==> src/verilog/dmr_pkg.sv <==
package dmr_pkg;

    // Payload and id widths
    localparam int DATA_W          = 16;
    localparam int ID_W            = 4;
    localparam int MAX_OUTSTANDING = 2 ** ID_W;

    // Operation groups and their register depths
    localparam int NUM_OPGROUPS     = 3;
    localparam int GRP_IDX_W        = $clog2(NUM_OPGROUPS);
    localparam int OPGROUP_STAGES_0 = 2;
    localparam int OPGROUP_STAGES_1 = 3;
    localparam int OPGROUP_STAGES_2 = 4;

    // Cycles to wait for the second copy
    localparam int LOCK_TIMEOUT = 5;
    localparam int LOCK_TIMER_W = $clog2(LOCK_TIMEOUT);

    // Operation selects the group, value 3 unused
    typedef enum logic [1:0] {
        OP_FAST = 2'd0,
        OP_MID  = 2'd1,
        OP_SLOW = 2'd2
    } op_e;

    typedef enum logic {
        FAULT_FLIP = 1'b0,
        FAULT_DROP = 1'b1
    } fault_kind_e;

    typedef enum logic {
        PAIR_EMPTY = 1'b0,
        PAIR_HOLD  = 1'b1
    } pair_state_e;

endpackage

==> src/verilog/dmr_start.sv <==
`timescale 1ns/1ns

module dmr_start (
    input  logic                       clk_i,
    input  logic                       reset_i,
    input  logic [dmr_pkg::DATA_W-1:0] data_i,
    input  dmr_pkg::op_e               op_i,
    input  logic [dmr_pkg::ID_W-1:0]   id_i,
    input  logic                       valid_i,
    output logic                       ready_o,
    output logic [dmr_pkg::DATA_W-1:0] data_o,
    output dmr_pkg::op_e               op_o,
    output logic [dmr_pkg::ID_W-1:0]   id_o,
    output logic                       copy_o,
    output logic                       valid_o,
    input  logic                       ready_i
);
    import dmr_pkg::*;

    logic              hold_q;
    logic [DATA_W-1:0] data_q;
    op_e               op_q;
    logic [ID_W-1:0]   id_q;

    // First copy passes straight through, second comes from the hold register
    assign valid_o = hold_q || valid_i;
    assign data_o  = hold_q ? data_q : data_i;
    assign op_o    = hold_q ? op_q : op_i;
    assign id_o    = hold_q ? id_q : id_i;
    assign copy_o  = hold_q;
    assign ready_o = !hold_q && ready_i;

    always_ff @(posedge clk_i) begin
        if (reset_i) begin
            hold_q <= 1'b0;
        end else if (valid_i && ready_o) begin
            hold_q <= 1'b1;
        end else if (ready_i) begin
            hold_q <= 1'b0;
        end
    end

    always_ff @(posedge clk_i) begin
        if (valid_i && ready_o) begin
            data_q <= data_i;
            op_q   <= op_i;
            id_q   <= id_i;
        end
    end

endmodule

==> config.mk <==
export PLATFORM = sky130hd
export DESIGN_NAME = dmr_start
export DESIGN_NICKNAME = d
export VERILOG_FILES = /design/src/verilog/dmr_pkg.sv /design/src/verilog/dmr_start.sv
export SDC_FILE = /design/constraint.sdc
export NUM_CORES = 1
export LEC_CHECK = 0
export BUFFER_PORTS_ARGS = -buffer_cell sky130_fd_sc_hd__buf_4
export CAP_MARGIN = 20
export CORE_MARGIN = 1
export CORE_UTILIZATION = 41
export DETAILED_ROUTE_END_ITERATION = 7
export PLACE_DENSITY = 0.84
export SLEW_MARGIN = 20
export SYNTH_ARGS = -nofsm -noshare
export SYNTH_HDL_FRONTEND = slang
export SYNTH_SLANG_ARGS = --single-unit
==> constraint.sdc <==
create_clock -name clk_i -period 1.54 [get_ports clk_i]
set_clock_uncertainty 0.05 [all_clocks]
set_input_delay 0 -clock clk_i [delete_from_list [all_inputs] [get_ports clk_i]]
set_output_delay 0 -clock clk_i [all_outputs]
set_load 0.01 [all_outputs]
* Word-level counts from Yosys, hierarchy flattened
Index checks and enable logic that the tools add are counted.
** Storage, ports and cells
- Flip-flop bits (word level) :: 23
- Bits in latches :: 0
- Bits in writable memories :: 0
- Bits in read-only memories :: 0
- Input port bits :: 26
- Output and inout bits :: 25
- Word-level logic and storage cells :: 14
- Memories kept :: 0
** Operators by class
- Add/sub/neg operators :: 0
- Multipliers :: 0
- Divide/modulo/power cells :: 0
- Order comparisons :: 0
- Equality and inequality tests :: 0
- Shift-type cells :: 0
- Muxes and demuxes :: 5
- Bitwise logic cells :: 0
- Reduce and logical (&&, ||, !) cells :: 5
** Operator list (count)
- $mux 16 :: 1
- $mux 4 :: 1
- $logic_and 1x1->1 :: 2
- $mux 1 :: 2
- $mux 2 :: 1
- $reduce_bool 2->1 :: 1
- $logic_not 1->1 :: 1
- $logic_or 1x1->1 :: 1

* Logic depth before layout (Yosys ltp)
- Depth after elaboration :: 4
- Mapped depth :: 4
- Mapped depth without buffers :: 2

* Worst setup path before layout
No wires, ideal clock.
- Path kind :: reg2reg
- Start :: reg hold_q (netlist: copy_o)
- End :: reg data_q[0] (enable)
- Setup time :: 377 ps
- Arrival :: 1208 ps
- Data required time :: 1113 ps
- Setup slack :: -95 ps
- Cell stages (with the launch flop) :: 5
- Path buffers :: 2
- Clock period less this slack :: 1635 ps
- Cell sequence :: dfxtp_1 -> buf_6 -> buf_12 -> nand3b_4 -> inv_1
** On the way
- Word-level cells in the longest chain between the ends :: 3
** Ends and longest elaborated chain
- from (decl) :: RTL line dmr_start.sv:20 : logic hold_q;
- from (signal assigned) :: RTL line dmr_start.sv:35 : hold_q <= 1'b0;
- from (signal assigned) :: RTL line dmr_start.sv:37 : hold_q <= 1'b1;
- from (signal assigned) :: RTL line dmr_start.sv:39 : hold_q <= 1'b0;
- $logic_not 1->1 :: RTL line dmr_start.sv:31 : assign ready_o = !hold_q && ready_i;
- $logic_and 1x1->1 :: RTL line dmr_start.sv:31
- $logic_and 1x1->1 :: RTL line dmr_start.sv:44 : if (valid_i && ready_o) begin
- to (signal assigned) :: RTL line dmr_start.sv:45 : data_q <= data_i;
- to (decl) :: RTL line dmr_start.sv:21 : logic [DATA_W-1:0] data_q;
No other way between the ends.
A chain may end at the register's enable or synchronous reset.

* Worst setup path in the final report
- Start :: reg hold_q (netlist: copy_o)
- End :: out id_o[1] (netlist name)
** On the way
- Word-level cells in the longest chain between the ends :: 1
** Ends and longest elaborated chain
- $mux 4 :: RTL line dmr_start.sv:29 : assign id_o = hold_q ? id_q : id_i;
- to (decl) :: RTL line dmr_start.sv:13 : output logic [dmr_pkg::ID_W-1:0] id_o,
No other way between the ends.

==> results_dict.tcl <==
set metrics [dict create \
    cts_buffers 3 \
    power_leakage_nw 0.7479 \
    ys_seq_elements 23 \
    track_usage_pct 16.78 \
    htreeDepth 1 \
    crit_path_end_kind "output port" \
    seq_area_um2 680.7 \
    slowest_stage "dfxtp_1" \
    finalPower_w 0.001321 \
    clock_latency_ns 0.29 \
    min_period_ns 1.483 \
    worst_pin_slew_ns 0.4513 \
    cp.depth 3 \
    wl_um 2243 \
    grt_max_degree 27 \
    worstRegToRegCells 2 \
    port_buffers 50 \
    antenna_cells 0 \
    synth.distinct_cells 12 \
    stdcell_count 161 \
    clock-sinks 23 \
    drtPass1Iterations 4 \
    intPower_w 0.001031 \
    hold_ws_ns 0.3308 \
    arrival_ns 1.43 \
    start_kind "flip-flop" \
    cts.clk_slew.worst_paths_ns 0.11 \
    cp-startpoint "copy_o$_SDFFE_PP0P_" \
    syn_area_um2 1094 \
    clockBufferDepth 2 \
    die_w_um 53.65 \
    multiInputGateArea_um2 357.8 \
    fin_setup_tns_ns 0 \
    core_region_area_um2 2500 \
    worst-path-buf-inv 2 \
    layout-drive-gt1-share_pct 60.31 \
    antenna_left 0 \
    hold_path.class "input pin to flip-flop" \
    drv_slew 0 \
    seqPwrFrac_pct 55.0 \
    synth_nets 80 \
    setup_violations 0 \
    place.gp.congestion 0.6267 \
    die_h_um 53.65 \
    crit_fanout 26 \
    via_per_inst 4.522 \
    grt_setup_unrepaired "false" \
    drt-initial-drc-count 8 \
    placementRows 18 \
    max_cap_violations 0 \
    cp_top_family "flip-flops" \
    p_comb_share_pct 24.9 \
    root_buffer "clkbuf_4" \
    worstSetupPathType "flip-flop to output port" \
    cp_cell_sequence "buf_12, mux2_2, buf_4" \
    fmax_mhz 674.5 \
    tritoncts "done" \
    rr_startpoint "copy_o$_SDFFE_PP0P_" \
    regToRegSetupSlack_ns 0.15 \
    power_frac_clock_pct 20.1 \
    grt_pass1_wl_um 3263 \
    synthCells 54 \
    hold_viol_final 0 \
    finalCritPeriodShare_pct 96.27 \
    grt_pass1_vias 734 \
    r2r_end "data_q[1]$_DFFE_PP_" \
    drc 0 \
    final_nets 158 \
    slew_headroom_pct 69.85 \
    wire_per_inst_um 13.93 \
    switching_share_pct 21.93 \
    place_inst 132 \
    dieArea_um2 2878 \
    power_density_nw_per_um2 752.3 \
    ys_warn_count 0 \
    crit_path_end "id_o[1]" \
    hpwl_um 1433 \
    pin_count 51 \
    area_growth_syn_to_layout_pct 60.53 \
    route.vias.total 728 \
    status "finished clean" \
    ir_drop_mv 0.6281 \
    overflow 0 \
    fillers 170 \
    cp_slowest_stage_delay_ns 0.40 \
    required_ns 1.49 \
    avgSynthCellArea_um2 20.25 \
    antenna_found_initial 0 \
    cts_setup_buffers 0 \
    p_switching_w 0.0002897 \
    initial_core_util_pct 43.74 \
    ys_seq_area_share_pct 62.24 \
]
[cells in the mapped netlist, drive strengths merged]
library cell | count | area [um^2]
edfxtp | 22 | 660.6
mux2 | 22 | 311.5
buf | 3 | 51.30
a21oi | 1 | 5.000
and2b | 1 | 7.510
dfxtp | 1 | 20.02
inv | 1 | 3.750
nand3b | 1 | 20.02
or2 | 1 | 6.260
or2b | 1 | 7.510
[metrics by stage]
stage / setup slack [ns] / cell area, um^2 / utilization [%]
floorplan: 0.03922 / 1097 / -
finish: 0.05749 / 1755 / 70.22
global route: 0.004322 / 1755 / 70.22
global placement: 0.2832 / 1466 / 58.66
detailed placement: 0.2224 / 1466 / 58.66
CTS: 0.01356 / 1750 / 70.02
[power groups by stage]
| stage | Clock [W] | Combinational, W | Sequential (W) |
|---|---|---|---|
| final | 0.000265 | 0.000329 | 0.000726 |
| after global routing | 0.000301 | 0.000352 | 0.000729 |
| after CTS | 0.000273 | 0.000329 | 0.000726 |
| after detailed placement | 0 | 0.000276 | 0.000739 |
| after global placement | 0 | 0.000269 | 0.000738 |
| after floorplan | 0 | 0.000146 | 0.000737 |
[layout make-up]
cell class / count / share of cell area, %
multi-input combinational: 27 / 20.38
inverter: 1 / 0.4277
tap: 30 / 2.138
sequential: 23 / 38.77
clock buffer: 4 / 1.497
timing repair buffer: 76 / 36.78
[cells in the final DEF (no fill, tap or decap)]
cell type	instances
a21oi_1	1
and2b_1	1
buf_12	1
buf_4	50
clkbuf_1	1
clkbuf_4	3
clkinvlp_4	1
dfxtp_1	1
dlygate4sd3_1	25
edfxtp_1	22
mux2_2	5
mux2_4	17
nand3b_4	1
or2_2	1
or2b_1	1
[kinds of logic after synthesis]
| kind of cell | share of synthesized area [%] |
|---|---|
| buffers and inverters | 5.034 |
| DFF | 62.24 |
| muxes | 28.49 |
| and+or+nand+nor | 3.777 |
| AOI/OAI and AO/OA | 0.4572 |
[sequential cells by signal, summed over array words and instances (netlist names)]
| name | flops |
|---|---|
| copy_o | 1 |
| data_q | 16 |
| id_q | 4 |
| op_q | 2 |
[metal layers]
metal  vias to the layer above  part of all wire [%]  track usage [%]
met5                         -                     0                0
met4                         0                     0            6.579
met3                         0                   5.5            3.672
met2                        34                    54            30.42
met1                       335                    40            18.99
li1                        359                     -                -
[tightest hold or removal path, stage by stage]
cell and delay, ns:
dlygate4sd3_1 0.52, buf_4 0.10, a21oi_1 0.03
[worst min-delay path by stage]
| stage | startpoint | to | slack (ns) | depth (start not counted) |
|---|---|---|---|---|
| 6_report | reset_i | copy_o$_SDFFE_PP0P_ | 0.33 | 3 |
| 5_1_grt | reset_i | copy_o$_SDFFE_PP0P_ | 0.33 | 3 |
| 4_1_cts | reset_i | copy_o$_SDFFE_PP0P_ | 0.33 | 3 |
| 3_5_place_dp | reset_i | copy_o$_SDFFE_PP0P_ | 0.11 | 2 |
| 3_3_place_gp | reset_i | copy_o$_SDFFE_PP0P_ | 0.11 | 2 |
| 2_1_floorplan | reset_i | copy_o$_SDFFE_PP0P_ | 0.02 | 1 |
[what timing repair did]
action                                 CTS  global route
pin swaps                                0             0
endpoints found under the hold margin   23             0
setup endpoints to repair               22             5
gates resized for setup                  2             1
hold buffers                            25             0
No activity file was read; power rests on OpenSTA's default activity.
