===== src/verilog/dmr_pkg.sv =====
package dmr_pkg;

    // Payload and id widths
    localparam int DATA_W          = 16;
    localparam int ID_W            = 4;
    localparam int MAX_OUTSTANDING = 2 ** ID_W;

    // Operation groups and their register depths
    localparam int NUM_OPGROUPS     = 3;
    localparam int GRP_IDX_W        = $clog2(NUM_OPGROUPS);
    localparam int OPGROUP_STAGES_0 = 2;
    localparam int OPGROUP_STAGES_1 = 3;
    localparam int OPGROUP_STAGES_2 = 4;

    // Cycles to wait for the second copy
    localparam int LOCK_TIMEOUT = 5;
    localparam int LOCK_TIMER_W = $clog2(LOCK_TIMEOUT);

    // Operation selects the group, value 3 unused
    typedef enum logic [1:0] {
        OP_FAST = 2'd0,
        OP_MID  = 2'd1,
        OP_SLOW = 2'd2
    } op_e;

    typedef enum logic {
        FAULT_FLIP = 1'b0,
        FAULT_DROP = 1'b1
    } fault_kind_e;

    typedef enum logic {
        PAIR_EMPTY = 1'b0,
        PAIR_HOLD  = 1'b1
    } pair_state_e;

endpackage


===== src/verilog/retry_start.sv =====
`timescale 1ns/1ns

module retry_start (
    input  logic                       clk_i,
    input  logic                       reset_i,
    input  logic [dmr_pkg::DATA_W-1:0] data_i,
    input  dmr_pkg::op_e               op_i,
    input  logic                       valid_i,
    output logic                       ready_o,
    output logic [dmr_pkg::DATA_W-1:0] data_o,
    output dmr_pkg::op_e               op_o,
    output logic [dmr_pkg::ID_W-1:0]   id_o,
    output logic                       valid_o,
    input  logic                       ready_i,
    input  logic [dmr_pkg::ID_W-1:0]   failed_id_i,
    input  logic                       failed_valid_i,
    output logic                       failed_ready_o,
    input  logic                       done_valid_i
);
    import dmr_pkg::*;

    logic [DATA_W-1:0] table_data [MAX_OUTSTANDING];
    op_e               table_op   [MAX_OUTSTANDING];
    logic [ID_W-1:0]   next_id_q;
    logic [ID_W:0]     outstanding_q;
    logic              out_free;
    logic              accept;
    logic              reissue;

    assign out_free       = !valid_o || ready_i;
    assign failed_ready_o = out_free;
    assign reissue        = failed_valid_i && out_free;

    // Retries block new items, as does a full id space
    assign ready_o = out_free && !failed_valid_i &&
                     (outstanding_q != (ID_W + 1)'(MAX_OUTSTANDING));
    assign accept  = valid_i && ready_o;

    // Stored copy per id for reissue
    always_ff @(posedge clk_i) begin
        if (accept) begin
            table_data[next_id_q] <= data_i;
            table_op[next_id_q]   <= op_i;
        end
    end

    always_ff @(posedge clk_i) begin
        if (reset_i) begin
            next_id_q     <= '0;
            outstanding_q <= '0;
            valid_o       <= 1'b0;
        end else begin
            if (accept) begin
                next_id_q <= next_id_q + 1'b1;
            end
            outstanding_q <= outstanding_q + (ID_W + 1)'(accept) - (ID_W + 1)'(done_valid_i);
            if (reissue || accept) begin
                valid_o <= 1'b1;
            end else if (ready_i) begin
                valid_o <= 1'b0;
            end
        end
    end

    // Output register, failed id first
    always_ff @(posedge clk_i) begin
        if (reissue) begin
            data_o <= table_data[failed_id_i];
            op_o   <= table_op[failed_id_i];
            id_o   <= failed_id_i;
        end else if (accept) begin
            data_o <= data_i;
            op_o   <= op_i;
            id_o   <= next_id_q;
        end
    end

endmodule


===== config.mk =====
export PLATFORM = sky130hd
export DESIGN_NAME = retry_start
export DESIGN_NICKNAME = d
export VERILOG_FILES = /design/src/verilog/dmr_pkg.sv /design/src/verilog/retry_start.sv
export SDC_FILE = /design/constraint.sdc
export NUM_CORES = 1
export LEC_CHECK = 0
export BUFFER_PORTS_ARGS = -buffer_cell sky130_fd_sc_hd__buf_4
export CAP_MARGIN = 20
export CORE_UTILIZATION = 50
export DETAILED_ROUTE_END_ITERATION = 7
export GPL_ROUTABILITY_DRIVEN = 0
export GPL_TIMING_DRIVEN = 0
export PLACE_DENSITY = 0.68
export SLEW_MARGIN = 15
export SYNTH_ARGS = -nofsm -noshare
export SYNTH_HDL_FRONTEND = slang
export SYNTH_SLANG_ARGS = --single-unit

===== constraint.sdc =====
create_clock -name clk_i -period 4.3 [get_ports clk_i]
set_input_delay 0.86 -clock clk_i [delete_from_list [all_inputs] [get_ports clk_i]]
set_output_delay 0.86 -clock clk_i [all_outputs]
set_load 0.01 [all_outputs]

### Word level (Yosys, flattened, before mapping)

Memories as Yosys holds them, arrays and structs flattened.
Index checks and enable logic that the tools add are counted.

* logic and storage cells: 32
* memories: 2
* memory bits (read-only): 0
* register bits after elaboration: 32
* input port bits: 28
* output and inout bits: 25
* latch bits: 0
* RAM bits: 288

* $mul: 0
* div/mod/pow operators: 0
* multiplexer cells: 10
* shifts and indexed selects: 0
* add/subtract/negate cells: 3
* reductions and logical operators: 10
* eq/ne operators: 1
* bitwise logic cells: 0
* $lt $le $gt $ge: 0

Memory list
* table_data: words 16, width 16, read ports 1, clocked after Yosys merged registers in 0, write ports 1, RTL line retry_start.sv:22 `logic [DATA_W-1:0] table_data [MAX_OUTSTANDING];`
* table_op: words 16, width 2, read ports 1, clocked after Yosys merged registers in 0, write ports 1, RTL line retry_start.sv:23 `op_e table_op [MAX_OUTSTANDING];`

Operators with widths (number)
* $mux W16: 2
* $mux W4: 2
* $add A5 B1 Y5: 1
* $ne A5 B5 Y1 const B: 1
* $sub A5 B1 Y5: 1
* $add A4 B1 Y4 const B: 1
* $logic_and A1 B1 Y1: 4
* $mux W1: 4
* $mux W2: 2
* $reduce_bool A2 Y1: 2
* $logic_not A1 Y1: 2
* $logic_or A1 B1 Y1: 2

### Logic depth before layout (Yosys ltp)

* depth after elaboration: 7
* gate-level depth with buffers: 15
* gate-level depth less buffers: 14

### Least setup slack after synthesis

Ideal clock, no wire load.

* kind: input to register
* start point: input port ready_i
* end point: memory table_data[3][0], enable pin
* required time: 3.884 ns
* path buffers: 2
* stages on the path: 6
* slack: 1.089 ns
* arrival time: 2.796 ns
* path through: nand2b_1 -> buf_2 -> and4_1 -> buf_4 -> nand2_1 -> nor3_1

* word-level cells in the longest chain between the ends: 6

Ends and longest elaborated chain
* start: declaration: RTL line retry_start.sv:14 `input logic ready_i,`
* $logic_or A1 B1 Y1: RTL line retry_start.sv:30 `assign out_free = !valid_o || ready_i;`
* via failed_ready_o: RTL line retry_start.sv:17 `output logic failed_ready_o,`
* $logic_and A1 B1 Y1 (2 in series): RTL line retry_start.sv:35 `assign ready_o = out_free && !failed_valid_i &&`
* $logic_and A1 B1 Y1: RTL line retry_start.sv:37 `assign accept = valid_i && ready_o;`
* $mux W1: RTL line retry_start.sv:41 `if (accept) begin`
* $mux W1 (implied by the code): RTL line retry_start.sv:42 `table_data[next_id_q] <= data_i;`
* end: declaration: RTL line retry_start.sv:22

The timed path passes the listed nets, and every way through them passes these cells.

### Worst setup path in the final report

* start point: register outstanding_q[3]
* end point: register outstanding_q[4]

* word-level cells in the longest chain between the ends: 5

Ends and longest elaborated chain
* start: declaration: RTL line retry_start.sv:25 `logic [ID_W:0] outstanding_q;`
* start signal: assignment: RTL line retry_start.sv:56 `outstanding_q <= outstanding_q + (ID_W + 1)'(accept) - (ID_W + 1)'(done_valid_i);`
* $ne A5 B5 Y1: RTL line retry_start.sv:36 `(outstanding_q != (ID_W + 1)'(MAX_OUTSTANDING));`
* $logic_and A1 B1 Y1: RTL line retry_start.sv:35
* $logic_and A1 B1 Y1: RTL line retry_start.sv:37
* $add A5 B1 Y5 *: RTL line retry_start.sv:56
* $sub A5 B1 Y5 *: RTL line retry_start.sv:56

Mark *: on every way between the ends. The rest lies on a longest branch, timed or not.
A chain may end at the register's enable or synchronous reset.

==> flow_summary_export.csv <==
group,metric,value,unit
yosys,synth_area_leaders,"edfxtp_1, mux4_2, mux2i_1, dfxtp_1, a2bb2oi_1",
cts,cts_root_buf,"clkbuf_16",
timing,fmax,0.3397,GHz
final_layout,fin_cells,1044,
floorplan,start_util,51.21,%
global_route,grt_overflow,0,
final_layout,final_common_cell,"edfxtp_1",
timing,relSlewSlack,38.73,%
floorplan,core,24390,um2
placed_design,dp_cells,985,
detailed_routing,drt_iter0_markers,608,
cts,cts_setup_buffers,0,
setup_path,cp-start-kind,"flop",
power_and_ir_drop,max-vdd-ir-drop,288.2,uV
cts,tritoncts,"done",
final_layout,nets,734,
yosys,yosysTopAreaCellShare,74.53,%
setup_path,end_kind,"flop",
timing,finClkSkew,20.45,ps
detailed_routing,via_count,6053,
global_route,antenna_found_initial,0,
setup_path,path_common_cell,"inv_1",
cts,clk_path_buf_depth,3,
yosys,yosys.cell_types.count,42,
detailed_routing,drt-wirelength-per-cell,24.89,um
placed_design,hpwl,17230,um
yosys,synth_seq_area_share,76.13,%
setup_path,critPathBufInv,5,
cts,clk_latency,580,ps
cts,htreeDepth,1,
timing,tns,0,ps
global_route,grt_pass1_vias,6336,
cts,cts.sinks,320,
job,drv_cap,0,
power_and_ir_drop,cellLeakagePower,4.890,nW
setup_path,worstPathMaxFanout,8,
timing,worstMarginPinSlew,919.1,ps
setup_path,max_stage_delay,410,ps
global_route,grt_pass1_wl,39360,um
yosys,syn_inst,592,
yosys,synth_warnings,0,
yosys,ys.flop_type,"edfxtp_1",
global_route,grt_max_degree,23,
timing,slew_viol_final,0,
final_layout,final_cell_mix,"edfxtp_1, mux4_2, buf_4, mux2i_1, clkbuf_16",
yosys,syn-cell-area,12490,um2
yosys,synth_seq_cells,320,
yosys,synth.avg_cell_area,21.10,um2
final_layout,syn2layout_area_growth,16.88,%
setup_path,critPathKind,"reg -> reg",
yosys,synth_edf_count,310,
yosys,yosys.area.top_type,"edfxtp_1",
detailed_routing,drtAntennaViolNets,0,
final_layout,fillCellCount,1723,
floorplan,io_pins,53,
detailed_routing,wirelength,25990,um
placed_design,portBuffers,48,
setup_path,cp_data_required_time,4730,ps
timing,finalCritPeriodShare,68.47,%
detailed_routing,drc,0,
cts,cts.clk_slew.worst_paths,60,ps
cts,numCtsBuffers,31,
detailed_routing,drt-pass1-iter-count,5,
floorplan,dieArea,25620,um2
timing,hold_viol,0,
floorplan,dieWidth,160.1,um
status,outcome,"finished clean",
floorplan,rows,57,
setup_path,worstPathArrival,3370,ps
hold_path,min_path_type,"reg -> reg",
setup_path,critPathTopFamily,"adder cells",
final_layout,num_antenna_cells,0,
setup_path,cp_slowest_cell,"fa_1",
detailed_routing,via_per_inst,5.798,
cts,hold_buffers,0,
timing,rsz0062_at_grt,"false",
power_and_ir_drop,p_per_area,464.0,nW/um2
global_route,grt_use_total,20.92,%
setup_path,crit_chain,"inv_1 -> ha_1 -> nand4bb_1 -> and4_1 -> buf_4 -> inv_1 -> ha_1 -> inv_1 -> ha_1 -> inv_1 -> fa_1 -> nor2b_1 -> o21bai_1 -> a21oi_1 -> nor3b_1",
yosys,synthArstFlopShare,0,%
cts,ctsResizeCount,0,
timing,finalSetupViolCount,0,
final_layout,drive_above_1_share,32.50,%
timing,period_needed,2944,ps
yosys,synth_nets,631,
floorplan,die_h,160.1,um
cells in the mapped netlist (all sizes together), types with 6 or more instances:
cell type,n
inv,12
o21ai,18
dfxtp,10
buf,22
edfxtp,310
nor3,6
mux2,6
mux4,69
nand2,12
ha,10
clkbuf,9
mux2i,34
nor2,18
a2bb2oi,16
layer usage:
metal	GRT usage, %	up-vias	wire [um]
li1	-	2645	-
met1	28.44	3137	10700
met2	35.45	218	13170
met3	2.987	53	1470
met4	6.017	0	646
met5	0	-	0
registers in the layout (all words and copies together), names as in the netlist:
| name | cells |
|---|---|
| valid_o | 1 |
| id_o | 4 |
| data_o | 16 |
| next_id_q | 4 |
| table_data | 256 |
| outstanding_q | 5 |
| table_op | 32 |
| op_o | 2 |
logic make-up (layout without fill, tap and decap cells):
logic type	Yosys count	in the layout	synth area share, %
simple gates	58	58	2.344
flops	320	320	76.13
mux	109	109	15.71
buf+inv	43	171	1.843
fa+ha+maj	11	11	1.162
xor+xnor	3	3	0.2104
compound gates	48	48	2.604
stage by stage:
step	power, mW	hold slack (ps)	setup WS [ps]	util (%)	cell area (um2)
2_1_floorplan	3.900	490.4	1089	-	12490
3_3_place_gp	4.076	514.5	-385.1	54.35	13260
3_5_place_dp	4.123	523.0	833.3	55.56	13550
4_1_cts	6.805	551.7	1365	59.79	14580
5_1_grt	6.985	593.8	1187	59.85	14600
6_report	6.774	566.1	1356	59.85	14600
area by class of cell:
type	count	area (um2)	area share, %
plain buffers	31	185.2	1.268
clock buffers	38	842.1	5.768
clock inverters	20	191.4	1.311
inverters	12	45.04	0.3085
multi-input cells	229	2801	19.19
flip-flops and latches	320	9509	65.14
well taps	324	405.4	2.777
repair buffers	70	619.3	4.242
worst paths after layout:
kind | from | end | slack [ps] | cells after the start
max | outstanding_q[3] | outstanding_q[4] | 1360 | 15
min | next_id_q[1] | next_id_q[1] | 570 | 2
max reg2reg | outstanding_q[3] | outstanding_q[4] | 1360 | 15
min reg2reg | next_id_q[1] | next_id_q[1] | 570 | 2
power breakdown:
group          total [mW]  internal, mW  switching, mW  leakage [nW]
clock network        2.72          1.57           1.14         0.508
logic               0.534         0.236          0.297          1.49
registers            3.52          3.50         0.0287          2.90
total                6.77          5.30           1.47          4.89
worst min-delay path: cells and delay by family, from the launching register on:
kind	cells	cell delay (ps)
DFF	1	370
and+or+nand+nor	1	80
AOI/OAI and AO/OA	1	70
Power figures use the tool's default switching activity.
