<file path="src/verilog/dmr_pkg.sv">
package dmr_pkg;

    // Payload and id widths
    localparam int DATA_W          = 16;
    localparam int ID_W            = 4;
    localparam int MAX_OUTSTANDING = 2 ** ID_W;

    // Operation groups and their register depths
    localparam int NUM_OPGROUPS     = 3;
    localparam int GRP_IDX_W        = $clog2(NUM_OPGROUPS);
    localparam int OPGROUP_STAGES_0 = 2;
    localparam int OPGROUP_STAGES_1 = 3;
    localparam int OPGROUP_STAGES_2 = 4;

    // Cycles to wait for the second copy
    localparam int LOCK_TIMEOUT = 5;
    localparam int LOCK_TIMER_W = $clog2(LOCK_TIMEOUT);

    // Operation selects the group, value 3 unused
    typedef enum logic [1:0] {
        OP_FAST = 2'd0,
        OP_MID  = 2'd1,
        OP_SLOW = 2'd2
    } op_e;

    typedef enum logic {
        FAULT_FLIP = 1'b0,
        FAULT_DROP = 1'b1
    } fault_kind_e;

    typedef enum logic {
        PAIR_EMPTY = 1'b0,
        PAIR_HOLD  = 1'b1
    } pair_state_e;

endpackage

</file>
<file path="src/verilog/opgroup_pipes.sv">
`timescale 1ns/1ns

module op_delay_line #(
    parameter int NUM_REGS = 2
) (
    input  logic                       clk_i,
    input  logic                       reset_i,
    input  logic [dmr_pkg::DATA_W-1:0] data_i,
    input  dmr_pkg::op_e               op_i,
    input  logic [dmr_pkg::ID_W-1:0]   id_i,
    input  logic                       valid_i,
    output logic                       ready_o,
    output logic [dmr_pkg::DATA_W-1:0] data_o,
    output dmr_pkg::op_e               op_o,
    output logic [dmr_pkg::ID_W-1:0]   id_o,
    output logic                       valid_o,
    input  logic                       ready_i
);
    import dmr_pkg::*;

    // Index s is the value after s register stages
    logic [DATA_W-1:0] pipe_data  [NUM_REGS+1];
    op_e               pipe_op    [NUM_REGS+1];
    logic [ID_W-1:0]   pipe_id    [NUM_REGS+1];
    logic              pipe_valid [NUM_REGS+1];
    logic              pipe_ready [NUM_REGS+1];

    assign pipe_data[0]         = data_i;
    assign pipe_op[0]           = op_i;
    assign pipe_id[0]           = id_i;
    assign pipe_valid[0]        = valid_i;
    assign ready_o              = pipe_ready[0];
    assign pipe_ready[NUM_REGS] = ready_i;

    for (genvar s = 0; s < NUM_REGS; s++) begin : gen_stage
        // Move on when the next stage drains or only holds a bubble
        assign pipe_ready[s] = pipe_ready[s+1] || !pipe_valid[s+1];

        always_ff @(posedge clk_i) begin
            if (reset_i) begin
                pipe_valid[s+1] <= 1'b0;
            end else if (pipe_ready[s]) begin
                pipe_valid[s+1] <= pipe_valid[s];
            end
        end

        always_ff @(posedge clk_i) begin
            if (pipe_ready[s] && pipe_valid[s]) begin
                pipe_data[s+1] <= pipe_data[s];
                pipe_op[s+1]   <= pipe_op[s];
                pipe_id[s+1]   <= pipe_id[s];
            end
        end
    end

    assign data_o  = pipe_data[NUM_REGS];
    assign op_o    = pipe_op[NUM_REGS];
    assign id_o    = pipe_id[NUM_REGS];
    assign valid_o = pipe_valid[NUM_REGS];

endmodule

module opgroup_pipes (
    input  logic                                                  clk_i,
    input  logic                                                  reset_i,
    input  logic [dmr_pkg::DATA_W-1:0]                            data_i,
    input  dmr_pkg::op_e                                          op_i,
    input  logic [dmr_pkg::ID_W-1:0]                              id_i,
    input  logic                                                  copy_i,
    input  logic                                                  valid_i,
    output logic                                                  ready_o,
    input  logic                                                  fault_arm_i,
    input  logic [dmr_pkg::ID_W-1:0]                              fault_id_i,
    input  dmr_pkg::fault_kind_e                                  fault_kind_i,
    input  logic [dmr_pkg::DATA_W-1:0]                            fault_mask_i,
    output logic [dmr_pkg::NUM_OPGROUPS-1:0][dmr_pkg::DATA_W-1:0] grp_data_o,
    output dmr_pkg::op_e [dmr_pkg::NUM_OPGROUPS-1:0]              grp_op_o,
    output logic [dmr_pkg::NUM_OPGROUPS-1:0][dmr_pkg::ID_W-1:0]   grp_id_o,
    output logic [dmr_pkg::NUM_OPGROUPS-1:0]                      grp_valid_o,
    input  logic [dmr_pkg::NUM_OPGROUPS-1:0]                      grp_ready_i
);
    import dmr_pkg::*;

    logic                    armed_q;
    logic [ID_W-1:0]         fault_id_q;
    fault_kind_e             fault_kind_q;
    logic [DATA_W-1:0]       fault_mask_q;
    logic                    hit;
    logic                    drop;
    logic                    sel_ready;
    logic [DATA_W-1:0]       data_mod;
    logic [NUM_OPGROUPS-1:0] in_ready;

    // Only the second copy of the chosen id is hit
    assign hit      = armed_q && valid_i && copy_i && (id_i == fault_id_q);
    assign drop     = hit && (fault_kind_q == FAULT_DROP);
    assign data_mod = (hit && fault_kind_q == FAULT_FLIP) ? (data_i ^ fault_mask_q) : data_i;

    // Unused op code is swallowed
    always_comb begin
        sel_ready = 1'b1;
        for (int g = 0; g < NUM_OPGROUPS; g++) begin
            if (int'(op_i) == g) begin
                sel_ready = in_ready[g];
            end
        end
    end

    assign ready_o = drop || sel_ready;

    // One-shot, disarms once the copy is taken
    always_ff @(posedge clk_i) begin
        if (reset_i) begin
            armed_q <= 1'b0;
        end else if (fault_arm_i) begin
            armed_q <= 1'b1;
        end else if (hit && ready_o) begin
            armed_q <= 1'b0;
        end
    end

    always_ff @(posedge clk_i) begin
        if (fault_arm_i) begin
            fault_id_q   <= fault_id_i;
            fault_kind_q <= fault_kind_i;
            fault_mask_q <= fault_mask_i;
        end
    end

    for (genvar g = 0; g < NUM_OPGROUPS; g++) begin : gen_group
        op_delay_line #(
            .NUM_REGS(g == 0 ? OPGROUP_STAGES_0 : (g == 1 ? OPGROUP_STAGES_1 : OPGROUP_STAGES_2))
        ) i_delay_line (
            .clk_i   (clk_i),
            .reset_i (reset_i),
            .data_i  (data_mod),
            .op_i    (op_i),
            .id_i    (id_i),
            .valid_i (valid_i && !drop && (int'(op_i) == g)),
            .ready_o (in_ready[g]),
            .data_o  (grp_data_o[g]),
            .op_o    (grp_op_o[g]),
            .id_o    (grp_id_o[g]),
            .valid_o (grp_valid_o[g]),
            .ready_i (grp_ready_i[g])
        );
    end

endmodule

</file>
<file path="config.mk">
export PLATFORM = sky130hd
export DESIGN_NAME = opgroup_pipes
export DESIGN_NICKNAME = d
export VERILOG_FILES = /design/src/verilog/dmr_pkg.sv /design/src/verilog/opgroup_pipes.sv
export SDC_FILE = /design/constraint.sdc
export NUM_CORES = 1
export LEC_CHECK = 0
export BUFFER_PORTS_ARGS = -buffer_cell sky130_fd_sc_hd__buf_2
export CAP_MARGIN = 20
export CORE_MARGIN = 5
export CORE_UTILIZATION = 25
export CTS_CLUSTER_SIZE = 12
export DETAILED_ROUTE_END_ITERATION = 6
export MAX_ROUTING_LAYER = met4
export PLACE_DENSITY = 0.47
export SLEW_MARGIN = 20
export SYNTH_ARGS = -nofsm -noshare
export SYNTH_HDL_FRONTEND = slang
export SYNTH_HIERARCHICAL = 1
export SYNTH_SLANG_ARGS = --single-unit
</file>
<file path="constraint.sdc">
create_clock -name clk_i -period 2.1 [get_ports clk_i]
set_clock_uncertainty 0.05 [all_clocks]
set_input_delay 0.105 -clock clk_i [delete_from_list [all_inputs] [get_ports clk_i]]
set_output_delay 0.105 -clock clk_i [all_outputs]
set_load 0.01 [all_outputs]
</file>
---- Yosys cells after proc, flatten, opt, wreduce, memory -nomap -nowiden ----
Cells that the tools add are included.
storage, ports and cells
  register bits after elaboration ......... 229
  output and inout port bits .............. 70
  word-level logic and storage cells ...... 92
cells by class
  eq/ne operators ......................... 3
  multiplexer cells ....................... 6
  bitwise logic cells ..................... 2
  reduce and logical (&&, ||, !) cells .... 41
operators with widths
  cell                                         count
  1-bit logical AND                            19
  16-bit two-way mux                           1
  16-bit bitwise XOR                           1
  1-bit logical NOT                            10
  1-bit logical OR                             10
  1-bit two-way mux                            5
  2-bit equality test (second input constant)  2
  4-bit equality test                          1
  2-bit logical NOT                            1
  2-bit nonzero test                           1
  1-bit inverter                               1

---- Logic depth before layout (Yosys ltp) ----
  depth after elaboration ................. 10
  gate-level depth with buffers ........... 6
  mapped depth without buffers ............ 6

---- Modules after synthesis ----
The synthesis kept the hierarchy.
modules (own cells, without submodules)
  module                                     instances  cells each  area each (µm²)  sequential area each (µm²)
  op_delay_line (gen_group[2].i_delay_line)  1          131         2997.9           2722.6
  op_delay_line (gen_group[1].i_delay_line)  1          103         2280.9           2042.0
  op_delay_line (gen_group[0].i_delay_line)  1          76          1590.3           1361.3
  opgroup_pipes                              1          79          1076.0           650.6

---- Least setup slack after synthesis ----
Ideal clock, no wire load.
  path type ............................... register to register
  from .................................... register fault_id_q[3]
  to ...................................... register gen_group[2].i_delay_line/pipe_data[48] in the netlist's numbering (enable)
  library setup time ...................... 0.386 ns
  arrival time ............................ 1.718 ns
  required time ........................... 1.664 ns
  slack ................................... -0.054 ns
  stages on the path, launching flop included .. 6
  buffers on the path ..................... 0
  clock period less this slack ............ 2.154 ns
  cell sequence ........................... edfxtp_1 > xor2_1 > nor3_4 > nand3_1 > and4b_1 > a21boi_2
on the way
  cells in the longest elaborated chain, start to end .. 7
RTL lines
  what                             line                  RTL
  from (decl)                      opgroup_pipes.sv:85   logic [ID_W-1:0] fault_id_q;
  from (signal assigned)           opgroup_pipes.sv:124  fault_id_q <= fault_id_i;
  4-bit equality test              opgroup_pipes.sv:95   assign hit = armed_q && valid_i && copy_i && (id_i == fault_id_q);
  1-bit logical AND                opgroup_pipes.sv:95
  1-bit logical AND                opgroup_pipes.sv:96   assign drop = hit && (fault_kind_q == FAULT_DROP);
  1-bit logical NOT                opgroup_pipes.sv:139  .valid_i (valid_i && !drop && (int'(op_i) == g)),
  1-bit logical AND (2 in a row)   opgroup_pipes.sv:139
  1-bit logical AND                opgroup_pipes.sv:48   if (pipe_ready[s] && pipe_valid[s]) begin
  to (signal, indexed assignment)  opgroup_pipes.sv:49   pipe_data[s+1] <= pipe_data[s];
  to (decl)                        opgroup_pipes.sv:22   logic [DATA_W-1:0] pipe_data [NUM_REGS+1];
No other way between the ends.
A chain may end at the register's enable or synchronous reset.

---- Final worst setup path ----
  from .................................... register gen_group[2].i_delay_line.pipe_valid (netlist bit gen_group[2].i_delay_line/valid_o)
  to ...................................... output ready_o
on the way
  cells in the longest elaborated chain, start to end .. 7
RTL lines
  what                               line                  RTL
  from (decl)                        opgroup_pipes.sv:25   logic pipe_valid [NUM_REGS+1];
  from (signal, indexed assignment)  opgroup_pipes.sv:43   pipe_valid[s+1] <= pipe_valid[s];
  1-bit logical NOT                  opgroup_pipes.sv:37   assign pipe_ready[s] = pipe_ready[s+1] || !pipe_valid[s+1];
  1-bit logical OR (4 in a row)      opgroup_pipes.sv:37
  via in_ready[2]                    opgroup_pipes.sv:92   logic [NUM_OPGROUPS-1:0] in_ready;
  1-bit two-way mux                  opgroup_pipes.sv:103  if (int'(op_i) == g) begin
  1-bit logical OR                   opgroup_pipes.sv:109  assign ready_o = drop || sel_ready;
  to (decl)                          opgroup_pipes.sv:71   output logic ready_o,
The timed path passes the listed nets, and every way through them passes these cells.

==> out/metrics.yaml <==
numCtsBuffers: 23
fin_util_pct: 31.1
totalWireLength_um: 14300
end_kind: "output pin"
diodes: 0
final_common_cell: "edfxtp_1"
yosysSeqAreaShare_pct: 85.3
start_kind: "register"
leakagePower_nw: 3.38
pwr-share-clk_pct: 39.3
crit_slowest_cell: "dfxtp_1"
hp-class: "in2reg"
final_cell_mix: "edfxtp_1, buf_2, dlygate4sd3_1"
drt_iter0_markers: 108
cap_viol_max_count: 0
drv_slew: 0
gp_congestion: 0.750
synth.area.top_cells: "edfxtp_1, buf_4, dfxtp_1, xnor2_1, nand4_1"
fin_ws_ns: 0.135
synth_area_leader_cell: "edfxtp_1"
cts_htree_levels: 1
multi_input_area_sq_um: 621
layout-drive-gt1-share_pct: 32.1
grt_setup_unrepaired: "false"
setup_viol: 0
maxSlewHeadroom_pct: 61.9
synth_fp_nets: 440
fin_crit_ns: 1.97
die_h_um: 188
crit_buf_inv: 1
p_total_mw: 8.98
drc: 0
critPathMaxStageDelay_ns: 0.39
register_area_sq_um: 6780
root_buffer: "clkbuf_16"
cp_top_family: "simple AND/OR/NAND/NOR gates"
clk_pin_slew_ns: 0.06
dr.pass1.iters: 4
p_comb_share_pct: 3.5
hold_viol: 0
synth.cell_area_sq_um: 7950
tns_ns: 0
synth.avg_cell_area_sq_um: 20.4
synth-simple-area-share_pct: 4.19
crit_path_max_fanout: 5
pin_count: 121
worstPathRequired_ns: 1.95
crit_path_frequent_cell: "nand2_1"
post-cts-setup-buffers: 0
tightest_slew_ns: 0.572
antenna_found_initial: 0
synth_top_family_by_area: "buffers and inverters"
fmax_mhz: 509
grt_start_max_net_pins: 24
overflow: 0
fin_crit_sh_pct: 93.6
coreArea_sq_um: 31500
internal_power_mw: 7.31
muxShareOfSynthArea_pct: 0.142
dp_hpwl_um: 10500
grtUsageTotal_pct: 8.23
synthCells: 389
nFillCells: 3013
ir_worst_vdd_uv: 560
path_class: "reg2out"
num_vias: 3435
grt_pass1_vias: 3715
outcome: "finished, final reports clean"
seq_power_share_pct: 57.2
yosys.area_share.adder_pct: 0
ant_nets: 0
crit_path_cell_trace: "and4b_2 -> nand2_1 -> nor2_1 -> nand2_1 -> o21ai_0 -> nand2_1 -> buf_2"
swShare_pct: 18.6
yosysUniqueCellTypes: 32
yosys.area.top_type_share_pct: 82.8
clk_latency_ns: 0.49
synth_seq_cells: 229
grt_pass1_wl_um: 22100
cts_tree: "built"
pre_cts_ws_ns: 0.141
routedWlPerCell_um: 15.3
start_util_pct: 25.2
worstPathArrival_ns: 1.81
cellPowerDensity_nw_per_um2: 918
clockBufferDepth: 3
drt-vias-per-instance: 3.66
rows: 65
area_growth_pct: 23.2
holdWs_ns: 0.0645
die_x_um: 188
clock_sinks: 229
die_area_sq_um: 35400
synth_compound_area_share_pct: 1.13
synth_xor_area_share_pct: 2.20
ys_warn_count: 6
portBuffers: 120
power_switching_mw: 1.67
final_nets: 578
==> timing repair <==
item	4_1_cts	5_1_grt
hold endpoints to repair	95	0
setup endpoints to repair	0	1
resized for setup	0	1
hold buffers	49	0
==> power by group through the flow <==
stage | logic [mW] | clock network [mW] | registers (mW)
4_1_cts | 0.319 | 3.67 | 5.14
2_1_floorplan | 0.121 | 0 | 5.22
3_3_place_gp | 0.244 | 0 | 5.24
5_1_grt | 0.342 | 3.86 | 5.15
3_5_place_dp | 0.249 | 0 | 5.24
6_report | 0.312 | 3.53 | 5.14
==> state kept, by name (all words and copies together), names as in the netlist <==
signal	flops
fault_kind_q	1
fault_id_q	4
gen_group.i_delay_line/pipe_data	96
gen_group.i_delay_line/valid_o	3
gen_group.i_delay_line/pipe_valid	6
gen_group.i_delay_line/id_o	12
fault_mask_q	16
gen_group.i_delay_line/op_o	6
armed_q	1
gen_group.i_delay_line/pipe_op	12
gen_group.i_delay_line/data_o	48
gen_group.i_delay_line/pipe_id	24
==> synth_stat cells <==
master and instances:
a21boi_2 1, a21oi_1 7, a21oi_2 1, a311oi_1 2, and2_1 4, and2_2 2
and2_4 1, and3_1 1, and4b_1 3, buf_4 67, buf_6 2, clkinv_1 1
dfxtp_1 10, edfxtp_1 219, inv_1 8, mux2_2 1, nand2_1 3, nand2b_1 4
nand3_1 2, nand3b_1 2, nand3b_4 1, nand4_1 16, nand4b_1 1, nand4b_2 1
nor2_1 4, nor2_2 1, nor3_1 1, nor3_4 1, o21ai_0 1, o31ai_2 1
xnor2_1 16, xor2_1 4
==> routing by layer <==
layer | GRT usage [%] | wire length, um
met5 | - | 0
met4 | 2.80 | 327
met3 | 1.41 | 562
met2 | 13.5 | 7100
met1 | 10.4 | 6340
==> worst register-to-register path, cell delays in order (launching register included) <==
cell and delay (ns):
edfxtp_1 0.38, xor2_1 0.20, nor3_4 0.27, nand3_1 0.18, and4b_1 0.26, and2_1 0.16, buf_12 0.16
==> area by class of cell <==
cell class / instances / area share [%]
repair buffers: 182 / 12.4
clock inverters: 1 / 0.0511
inverters: 9 / 0.345
well taps: 402 / 5.14
multi-input cells: 82 / 6.34
flip-flops and latches: 229 / 69.2
clock buffers: 33 / 6.47
==> cells by family after synthesis <==
kind of cell,Yosys count
AOI/OAI and AO/OA,13
xor gates and xnor gates,20
buffers and inverters,78
DFF,229
muxes,1
and+or+nand+nor,48
==> worst paths after layout <==
kind,endpoint,slack [ns],cells past startpoint,from
min,armed_q,0.06,4,copy_i
max reg2reg,gen_group[1].i_delay_line/pipe_data[41],0.17,6,fault_id_q[1]
min reg2reg,gen_group[2].i_delay_line/pipe_id[11],0.36,0,gen_group[2].i_delay_line/pipe_id[15]
max,ready_o,0.13,7,gen_group[2].i_delay_line/valid_o
==> metrics by stage <==
stage	instances	instance area, sq um
floorplan	389	7950
global placement	855	8660
detailed placement	855	8660
CTS	938	9780
global route	938	9790
finish	938	9790
No activity file was read; power rests on OpenSTA's default activity.
