### src/verilog/dmr_pkg.sv
package dmr_pkg;

    // Payload and id widths
    localparam int DATA_W          = 16;
    localparam int ID_W            = 4;
    localparam int MAX_OUTSTANDING = 2 ** ID_W;

    // Operation groups and their register depths
    localparam int NUM_OPGROUPS     = 3;
    localparam int GRP_IDX_W        = $clog2(NUM_OPGROUPS);
    localparam int OPGROUP_STAGES_0 = 2;
    localparam int OPGROUP_STAGES_1 = 3;
    localparam int OPGROUP_STAGES_2 = 4;

    // Cycles to wait for the second copy
    localparam int LOCK_TIMEOUT = 5;
    localparam int LOCK_TIMER_W = $clog2(LOCK_TIMEOUT);

    // Operation selects the group, value 3 unused
    typedef enum logic [1:0] {
        OP_FAST = 2'd0,
        OP_MID  = 2'd1,
        OP_SLOW = 2'd2
    } op_e;

    typedef enum logic {
        FAULT_FLIP = 1'b0,
        FAULT_DROP = 1'b1
    } fault_kind_e;

    typedef enum logic {
        PAIR_EMPTY = 1'b0,
        PAIR_HOLD  = 1'b1
    } pair_state_e;

endpackage

### src/verilog/rr_arb_lock.sv
`timescale 1ns/1ns

module rr_arb_lock (
    input  logic                                                  clk_i,
    input  logic                                                  reset_i,
    input  logic [dmr_pkg::NUM_OPGROUPS-1:0]                      req_i,
    output logic [dmr_pkg::NUM_OPGROUPS-1:0]                      gnt_o,
    input  logic [dmr_pkg::NUM_OPGROUPS-1:0][dmr_pkg::DATA_W-1:0] data_i,
    input  dmr_pkg::op_e [dmr_pkg::NUM_OPGROUPS-1:0]              op_i,
    input  logic [dmr_pkg::NUM_OPGROUPS-1:0][dmr_pkg::ID_W-1:0]   id_i,
    input  logic                                                  lock_i,
    output logic                                                  req_o,
    input  logic                                                  gnt_i,
    output logic [dmr_pkg::DATA_W-1:0]                            data_o,
    output dmr_pkg::op_e                                          op_o,
    output logic [dmr_pkg::ID_W-1:0]                              id_o
);
    import dmr_pkg::*;

    logic [GRP_IDX_W-1:0] last_q;
    logic [GRP_IDX_W-1:0] idx;
    int                   cand;

    // Farthest candidate first, so the nearest one after the last winner overrides
    always_comb begin
        idx  = last_q;
        cand = 0;
        if (!lock_i) begin
            for (int i = NUM_OPGROUPS; i >= 1; i--) begin
                cand = (int'(last_q) + i) % NUM_OPGROUPS;
                if (req_i[cand]) begin
                    idx = GRP_IDX_W'(cand);
                end
            end
        end
    end

    assign req_o  = req_i[idx];
    assign gnt_o  = gnt_i ? (NUM_OPGROUPS'(1) << idx) : '0;
    assign data_o = data_i[idx];
    assign op_o   = op_i[idx];
    assign id_o   = id_i[idx];

    always_ff @(posedge clk_i) begin
        if (reset_i) begin
            last_q <= GRP_IDX_W'(NUM_OPGROUPS - 1);
        end else if (req_o && gnt_i) begin
            last_q <= idx;
        end
    end

endmodule

### config.mk
export PLATFORM = sky130hd
export DESIGN_NAME = rr_arb_lock
export DESIGN_NICKNAME = d
export VERILOG_FILES = /design/src/verilog/dmr_pkg.sv /design/src/verilog/rr_arb_lock.sv
export SDC_FILE = /design/constraint.sdc
export NUM_CORES = 1
export LEC_CHECK = 0
export ABC_AREA = 1
export BUFFER_PORTS_ARGS = -buffer_cell sky130_fd_sc_hd__buf_2
export CELL_PAD_IN_SITES_DETAIL_PLACEMENT = 1
export CELL_PAD_IN_SITES_GLOBAL_PLACEMENT = 1
export CORE_ASPECT_RATIO = 1.1
export CORE_UTILIZATION = 21
export CTS_CLUSTER_SIZE = 40
export DETAILED_ROUTE_END_ITERATION = 8
export HOLD_SLACK_MARGIN = 0.05
export PLACE_DENSITY_LB_ADDON = 0.15
export SETUP_SLACK_MARGIN = 0.15
export SYNTH_ARGS = -nofsm -noshare
export SYNTH_HDL_FRONTEND = slang
export SYNTH_SLANG_ARGS = --single-unit
### constraint.sdc
create_clock -name clk_i -period 4.65 [get_ports clk_i]
set_input_delay 0.6975 -clock clk_i [delete_from_list [all_inputs] [get_ports clk_i]]
set_output_delay 0.6975 -clock clk_i [all_outputs]
set_load 0.005 [all_outputs]
# Yosys cells after proc, flatten, opt, wreduce, memory -nomap -nowiden

Index checks and enable logic that the tools add are counted.
W data, S select, Z words.

Register bits: 2
Input port bits: 73
Output and inout bits: 26
Logic and storage cells: 35

$add $sub $neg: 3
Divide/modulo/power cells: 3
Order comparisons: 4
Shift operators: 1
Mux-type cells: 22
Reductions and logical operators: 1

Operators with widths:

| operator                | count |
|---|---|
| $lt A32 B4 Y1 const B   | 3 |
| $mod A32 B3 Y32 const B | 3 |
| $bmux W16 S2            | 1 |
| $mux W16                | 1 |
| $mux W2                 | 5 |
| $bmux W1 S2             | 4 |
| $bmux W4 S2             | 1 |
| $mux W1                 | 7 |
| $add A2 B2 Y3 const B   | 2 |
| $bmux W2 S2             | 1 |
| $mux W4                 | 1 |
| $add A2 B1 Y3 const B   | 1 |
| $lt A2 B3 Y1 const B    | 1 |
| $mux W3                 | 1 |
| $shl A1 B2 Y3 const A   | 1 |
| $logic_and A1 B1 Y1     | 1 |

# Logic depth before layout (Yosys ltp)

Gate-level depths: netlist (run 1).

Depth after elaboration: 12
Depth in mapped cells: 19
Mapped depth without buffers: 19

# Worst setup path before layout (run 1)

Ideal clock, no wire load.

Kind: register -> output
From: register last_q[0]
To: output port data_o[10] (netlist bit)
Arrival: 1833 ps
Required time: 3953 ps
Slack: 2120 ps
Stages on the path, launching flop included: 15
Path buffers: 1
Cells stage by stage: dfxtp_1 > inv_1 > ha_1 > inv_1 > nand2_1 > nand3_1 > nand2_1 > a21oi_1 > nand2_1 > nand2_1 > nand2_2 > nand2_2 > buf_2 > o21ai_0 > o21ai_1

Cells in the longest elaborated chain, start to end: 11
Elaborated cells between the ends (all ways): 21
Those cells by class: add/sub: 3; div: 3; mux: 15

Ends and longest elaborated chain:

| element                                     | RTL line          | text |
|---|---|---|
| from (decl)                                 | rr_arb_lock.sv:20 | `logic [GRP_IDX_W-1:0] last_q;` |
| from (signal assigned)                      | rr_arb_lock.sv:46 | `last_q <= GRP_IDX_W'(NUM_OPGROUPS - 1);` |
| from (signal assigned)                      | rr_arb_lock.sv:48 | `last_q <= idx;` |
| $add A2 B2 Y3                               | rr_arb_lock.sv:30 | `cand = (int'(last_q) + i) % NUM_OPGROUPS;` |
| $mod A32 B3 Y32                             | rr_arb_lock.sv:30 |  |
| $bmux W1 S2                                 | rr_arb_lock.sv:31 | `if (req_i[cand]) begin` |
| $mux W1 (not written as such) (2 in series) | rr_arb_lock.sv:31 |  |
| $mux W2 (3 in series)                       | rr_arb_lock.sv:31 |  |
| $mux W2 *                                   | rr_arb_lock.sv:28 | `if (!lock_i) begin` |
| $bmux W16 S2 *                              | rr_arb_lock.sv:40 | `assign data_o = data_i[idx];` |
| $mux W16 (not written as such) *            | rr_arb_lock.sv:40 |  |
| to (decl)                                   | rr_arb_lock.sv:14 | `output logic [dmr_pkg::DATA_W-1:0] data_o,` |

Mark *: on every way between the ends. The rest lies on a longest branch, timed or not. The select of a mux whose other input is x is not followed.

# Worst setup path after layout (run 1)

From: register last_q[0]
To: output port gnt_o[2] (netlist bit)

Cells in the longest elaborated chain, start to end: 11
Elaborated cells between the ends (all ways): 21
Those cells by class: add/sub: 3; div: 3; shift: 1; mux: 14

Ends and longest elaborated chain:

| element                                     | RTL line          | text |
|---|---|---|
| $add A2 B2 Y3                               | rr_arb_lock.sv:30 |  |
| $mod A32 B3 Y32                             | rr_arb_lock.sv:30 |  |
| $bmux W1 S2                                 | rr_arb_lock.sv:31 |  |
| $mux W1 (not written as such) (2 in series) | rr_arb_lock.sv:31 |  |
| $mux W2 (3 in series)                       | rr_arb_lock.sv:31 |  |
| $mux W2 *                                   | rr_arb_lock.sv:28 |  |
| $shl A1 B2 Y3 *                             | rr_arb_lock.sv:39 | `assign gnt_o = gnt_i ? (NUM_OPGROUPS'(1) << idx) : '0;` |
| $mux W3 *                                   | rr_arb_lock.sv:39 |  |
| to (decl)                                   | rr_arb_lock.sv:7  | `output logic [dmr_pkg::NUM_OPGROUPS-1:0] gnt_o,` |

Marked as above.

==> metrics, run 1 <==
Residual DRC 0; Worst Setup End Kind primary output; CTS tree yes; # IOs 99; via count 1568; worst-case clock buffer depth 2; Final TNS setup 0 ns; number of antenna violations at the first check in global routing 0; most used cell, CP inv_1; Crit Path Class reg2out; Setup Skew 0.00218 ns; Total Wirelength 4200 um; CTS resizes 0; first-pass GRT wire length 6550 um; Max-Cap Viols 0; Tightest Pin Transition 0.896 ns; Rows 25; sequential cell area fraction in the yosys report 4.27%; CTS Root Cell clkbuf_8; total congestion overflow 0; Tcrit/Tclk final 75.8%; Largest regs last_q: 2 flops; hpwl dp 3340 um; fin crit period 3.53 ns; final hold viol count 0; Setup Buffers After CTS 0; DIE AREA 4730 um^2; FMAX 284 MHz; filler cell count 652; CP max stage delay 0.72 ns; DR pass1 iterations 4; Mapped Avg Cell Area 5.12 um^2; Crit Path Max Fanout 24; Cell variety after synth 20; Overall Power 509 uW; Post-Route Utilization 34.0%; Slew HR 40.2%; Placeable Area 4290 um^2; clk_lat worst skew 0.21 ns; syn_nets 260; Avg Vias per Cell 4.80; Initial DRC Count 63; CTS Hold Bufs 0; htree depth 1; Register Area 40.0 um^2; Final GP Congestion 0.836; crit path max-delay cell type and2_1; CP Data Arrival Time 2.83 ns; Clock transition at path regs 0.03 ns; multi-input logic area 754 um^2; routed length per placed instance 12.8 um; startpoint types flop; fraction of layout cells with a size suffix above 1 42.5%; # clock sinks 2; Warnings, synthesis 0; hold_sp last_q[1]; Mapped Area 937 um^2; WP data required 3.95 ns; peak supply drop 0.000200 V; Die Y 72.1 um; RSZ-0062 raised after global routing false; Top reg by flops last_q; setup violators final 0; Worst R2R Start last_q[1]; max reg flops 2; DRT antenna net count 0; Yosys reg bits 2; port bufs 98; Initial Util 21.9%; clock buffer count from CTS 3; Pleak 0.000835 uW; max-slew violations 0; nets 352; WHS 0.522 ns; largest net degree at the start of global routing 28; synth-to-layout area growth 55.5%; PD cells 349 nW/um^2; status complete, no violations; worst-path cell chain inv_1 -> ha_1 -> inv_1 -> nand2_1 -> nand3_1 -> nand2_1 -> a21oi_1 -> o21ai_1 -> nand3_1 -> and2_1 -> inv_1 -> nor3_1 -> buf_2; antenna cells 0; CP startpoint last_q[0]; Tot GR Track Use 16.9%; vias in the first global route 1526; Hold Crit Class reg2reg; post-synthesis cell count 183; chip width 65.7 um
-- area by class of cell --
type / instances / share of cell area [%]
timing repair buffer: 98 / 33.6
tap: 54 / 4.64
clock buffer: 3 / 2.83
sequential: 2 / 2.75
inverter: 17 / 4.38
multi-input combinational: 153 / 51.8
-- stage by stage --
| stage | instance area [um^2] | setup WS, ns | instances |
|---|---|---|---|
| 6_report | 1460 | 1.12 | 327 |
| 4_1_cts | 1460 | 1.11 | 327 |
| 2_1_floorplan | 937 | 2.12 | 183 |
| 3_5_place_dp | 1420 | 1.35 | 324 |
| 3_3_place_gp | 1420 | 1.40 | 324 |
| 5_1_grt | 1460 | 0.762 | 327 |
-- metal layers --
metal	share of wire, %	track usage, %	vias up
met5	0	0	-
met4	0	3.62	0
met3	8.9	3.30	0
met2	50	33.3	59
met1	41	18.1	716
li1	-	-	793
-- Yosys cell counts --
cell type	n	share of area, %
o21ai_0	23	12
inv_1	12	4.8
buf_6	3	3.6
nand2_1	29	12
nor3_1	2	1.1
and2_1	1	0.67
nand2_2	7	4.7
buf_4	2	1.6
dfxtp_1	2	4.3
a21oi_1	3	1.6
nor3_2	1	1.1
nand3_2	2	2.1
buf_2	5	2.7
ha_1	4	5.3
nand3_1	33	18
inv_2	5	2.0
o21ai_1	22	12
nor2_1	25	10
clkbuf_2	1	0.53
nand4_1	1	0.67
-- critical path, delay by kind of cell, from the launching register on --
| kind | cells | cell delay, ns |
|---|---|---|
| AO/OA/AOI/OAI | 2 | 0.20 |
| adder cells (fa/ha/maj) | 1 | 0.34 |
| buffers and inverters | 4 | 0.52 |
| flip-flops | 1 | 0.36 |
| AND/OR/NAND/NOR | 6 | 1.18 |
-- worst paths after layout --
path | endpoint | slack [ns] | depth (start not counted)
min reg2reg | last_q[1] | 0.52 | 2
max reg2reg | last_q[0] | 1.97 | 18
max | gnt_o[2] | 1.12 | 13
min | last_q[1] | 0.52 | 2
-- cells by family after synthesis --
| family | count (synthesis) | share of synthesized area [%] |
|---|---|---|
| compound gates | 48 | 25.6 |
| fa+ha+maj | 4 | 5.34 |
| buf+inv | 28 | 15.2 |
| flops | 2 | 4.27 |
| simple gates | 101 | 49.5 |
-- cell usage in the layout (no fill, tap or decap), drive strengths merged --
master	n
nand4	1
a21oi	3
ha	4
and2	1
nand3	35
nand2	36
dfxtp	2
o21ai	45
clkbuf	3
nor2	25
inv	17
buf	98
nor3	3
-- report_power, final --
part | switching (uW) | internal [uW] | leakage, uW
Sequential | 3.71 | 20.6 | 0.0000165
Combinational | 256 | 160 | 0.000797
Clock | 13.5 | 54.7 | 0.0000216
Total | 274 | 235 | 0.000835
(Power assumes the default switching activity.)
==> run 2, diff against run 1 <==
CORE_UTILIZATION = 18   (was 21)
clock period = 3.05 ns   (was 4.65 ns; I/O delays follow)
==> metrics, run 2 (synthesis gave the netlist of run 1 again) <==
status finished, violations left; failing checks design-rule violations; max-slew violations 0 (unchanged); Clock transition at path regs 0.03 ns (about the same); hold_sp reset_i; Tightest Pin Transition 0.212 ns (-0.685 ns); Avg Vias per Cell 4.60 (-4.0%); CTS Root Cell clkbuf_8; hpwl dp 3420 um (+2.5%); Hold Crit Depth 3 (+1); Worst R2R Start last_q[0]; chip width 70.8 um (+7.8%); crit path max-delay cell type dfxtp_2; Net Sw Power 446 uW (+63%); Register Area 42.5 um^2 (+6.2%); number of antenna violations at the first check in global routing 0 (unchanged); most common cell after layout, fill and taps aside buf_2; Crit Path Max Fanout 17 (-29%); htree depth 1 (unchanged); nets 356 (+1.1%); DR pass1 iterations 7 (+3); CTS tree yes; Crit Path Class reg2out; switching share of power 51.5% (-2.3 points); largest net degree at the start of global routing 25 (-11%); FMAX 376 MHz; combinational share of power 83.6% (+1.8 points); clk_lat worst skew 0.21 ns (about the same); startpoint types flop; peak supply drop 0.000319 V (+60%); Pleak 0.000873 uW (+4.5%); WP data required 2.59 ns (-1.36 ns); CP Buf/Inv Count 4 (unchanged); multi-input logic area 788 um^2 (+4.5%); fraction of layout cells with a size suffix above 1 46.2% (+3.7 points); DIE AREA 5500 um^2 (+16%); Top reg by flops last_q; max reg flops 2 (unchanged); setup violators final 0 (unchanged); vias in the first global route 1483 (-2.8%); final non-filler cell total 335 (+2.4%); synth-to-layout area growth 67.7%; first-pass GRT wire length 6830 um (+4.3%); Total Wirelength 4370 um (+4.0%); worst-path cell chain inv_1 -> ha_1 -> inv_1 -> nand3_1 -> nand2_1 -> nand2_1 -> nand2_1 -> nand2_1 -> nand2_1 -> nand2_1 -> nand2_4 -> buf_6 -> nand3_1 -> o21ai_1 -> buf_2; final hold viol count 0 (unchanged); Rows 27 (+8.0%); commonest non-fill, non-tap cells in the layout 98 x buf_2, 33 x nand3_1, 29 x nand2_1, 25 x nor2_1, 23 x o21ai_0; PD cells 551 nW/um^2 (+58%); Initial DRC Count 69 (+9.5%); R2R Path End last_q[0]; Clock power frac 11.8% (-1.6 points); CP max stage delay 0.37 ns (-0.35 ns); total congestion overflow 0 (unchanged); Setup Buffers After CTS 0 (unchanged); CP Data Arrival Time 2.20 ns (-0.63 ns); Setup Skew 0.000881 ns (-0.00130 ns); antenna cells 0 (unchanged); Max-Cap Viols 0 (unchanged); share of power burned in registers 4.6% (-0.2 points); Die Y 77.7 um (+7.8%); RSZ-0062 raised after global routing false; Worst Setup End Kind primary output; R2R Setup Slk 0.91 ns (-1.06 ns); filler cell count 719 (+10%); Tot GR Track Use 15.0% (-2.0 points); worst-case clock buffer depth 2 (unchanged); Tcrit/Tclk final 87.2%; port bufs 98 (unchanged); via count 1542 (-1.7%); # clock sinks 2 (unchanged); Top delay family on crit path simple AND/OR/NAND/NOR gates; Residual DRC 22 (+22); fin crit period 2.66 ns; Placed Cells 331 (+2.2%); Final GP Congestion 0.812 (-2.8%); routed length per placed instance 13.0 um (+1.6%); Final TNS setup 0 ns (unchanged); most used cell, CP nand2_1; DRT antenna net count 0 (unchanged); Largest regs last_q: 2 flops; Int Power 420 uW (+78%); Initial Util 18.7% (-3.1 points); worst hold path endpoint last_q[1]; # IOs 99 (unchanged); Slew HR 85.9% (+46 points); clock buffer count from CTS 3 (unchanged); Placeable Area 5000 um^2 (+17%); R2R cell count 19 (+1); Hold Crit Class in2reg
run 2: cell types whose count changed in the layout (fill, tap and decap cells not counted), moves of 2 or more:
cell / previous run / this run
nand2_2: 7 / 5
nand2_4: 0 / 2
dfxtp_2: 0 / 2
inv_8: 0 / 2
buf_12: 0 / 2
dfxtp_1: 2 / 0
inv_1: 12 / 10
ha_1: 4 / 2
run 2: per-stage QoR:
stage / instance area, um^2 / utilization (%) / power [uW] / hold WS (ns) / worst slack (ns)
after floorplan: 937 / - / 482 / 0.489 / 0.760
after global placement: 1440 / 28.9 / 703 / 0.528 / 0.194
final: 1570 / 31.4 / 866 / 0.481 / 0.391
after detailed placement: 1440 / 28.9 / 701 / 0.543 / 0.241
after CTS: 1510 / 30.1 / 833 / 0.482 / 0.145
after global routing: 1570 / 31.4 / 970 / 0.496 / 0.153
run 2: power groups by stage:
| stage | clock network, uW | registers (uW) | logic [uW] |
|---|---|---|---|
| floorplan | 0 | 36.1 | 446 |
| global placement | 0 | 37.9 | 666 |
| detailed placement | 0 | 37.7 | 663 |
| CTS | 106 | 37.4 | 690 |
| global route | 106 | 40.5 | 823 |
| finish | 102 | 40.0 | 724 |
run 2: worst max path at each step:
stage | startpoint | end | slack [ns] | cells past startpoint
3_5_place_dp | last_q[0] | gnt_o[2] | 0.24 | 14
6_report | last_q[1] | data_o[2] | 0.39 | 15
5_1_grt | last_q[1] | gnt_o[2] | 0.15 | 15
4_1_cts | last_q[0] | gnt_o[2] | 0.14 | 14
3_3_place_gp | last_q[0] | gnt_o[2] | 0.19 | 14
2_1_floorplan | last_q[0] | data_o[10] | 0.76 | 14
run 2: tightest hold or removal path: cells and delay by family:
kind	cells	cell delay, ns
AND/OR/NAND/NOR	1	0.08
buffers and inverters	2	0.11
run 2: what timing repair did:
item                       4_1_cts  5_1_grt
cloned                           0        1
hold buffers                     0        0
setup endpoints to repair       24       26
gates resized for setup          7       16
run 2: per-layer routing:
metal  wire length, um  share of wire (%)  up-vias  GRT usage [%]
li1                  -                  -      801              -
met1              1860                 43      693           18.8
met2              2230                 51       48           28.6
met3               269                6.2        0          0.779
met4                 0                  0        0           1.80
met5                 0                  0        -              0
run 2: layout make-up:
cell class,count,area share [%]
Inverter,17,5.02
Clock buffer,3,2.63
Tap cell,58,4.62
Timing Repair Buffer,101,34.5
Sequential cell,2,2.71
Multi-Input combinational cell,153,50.2
Timing Repair inverter,1,0.398
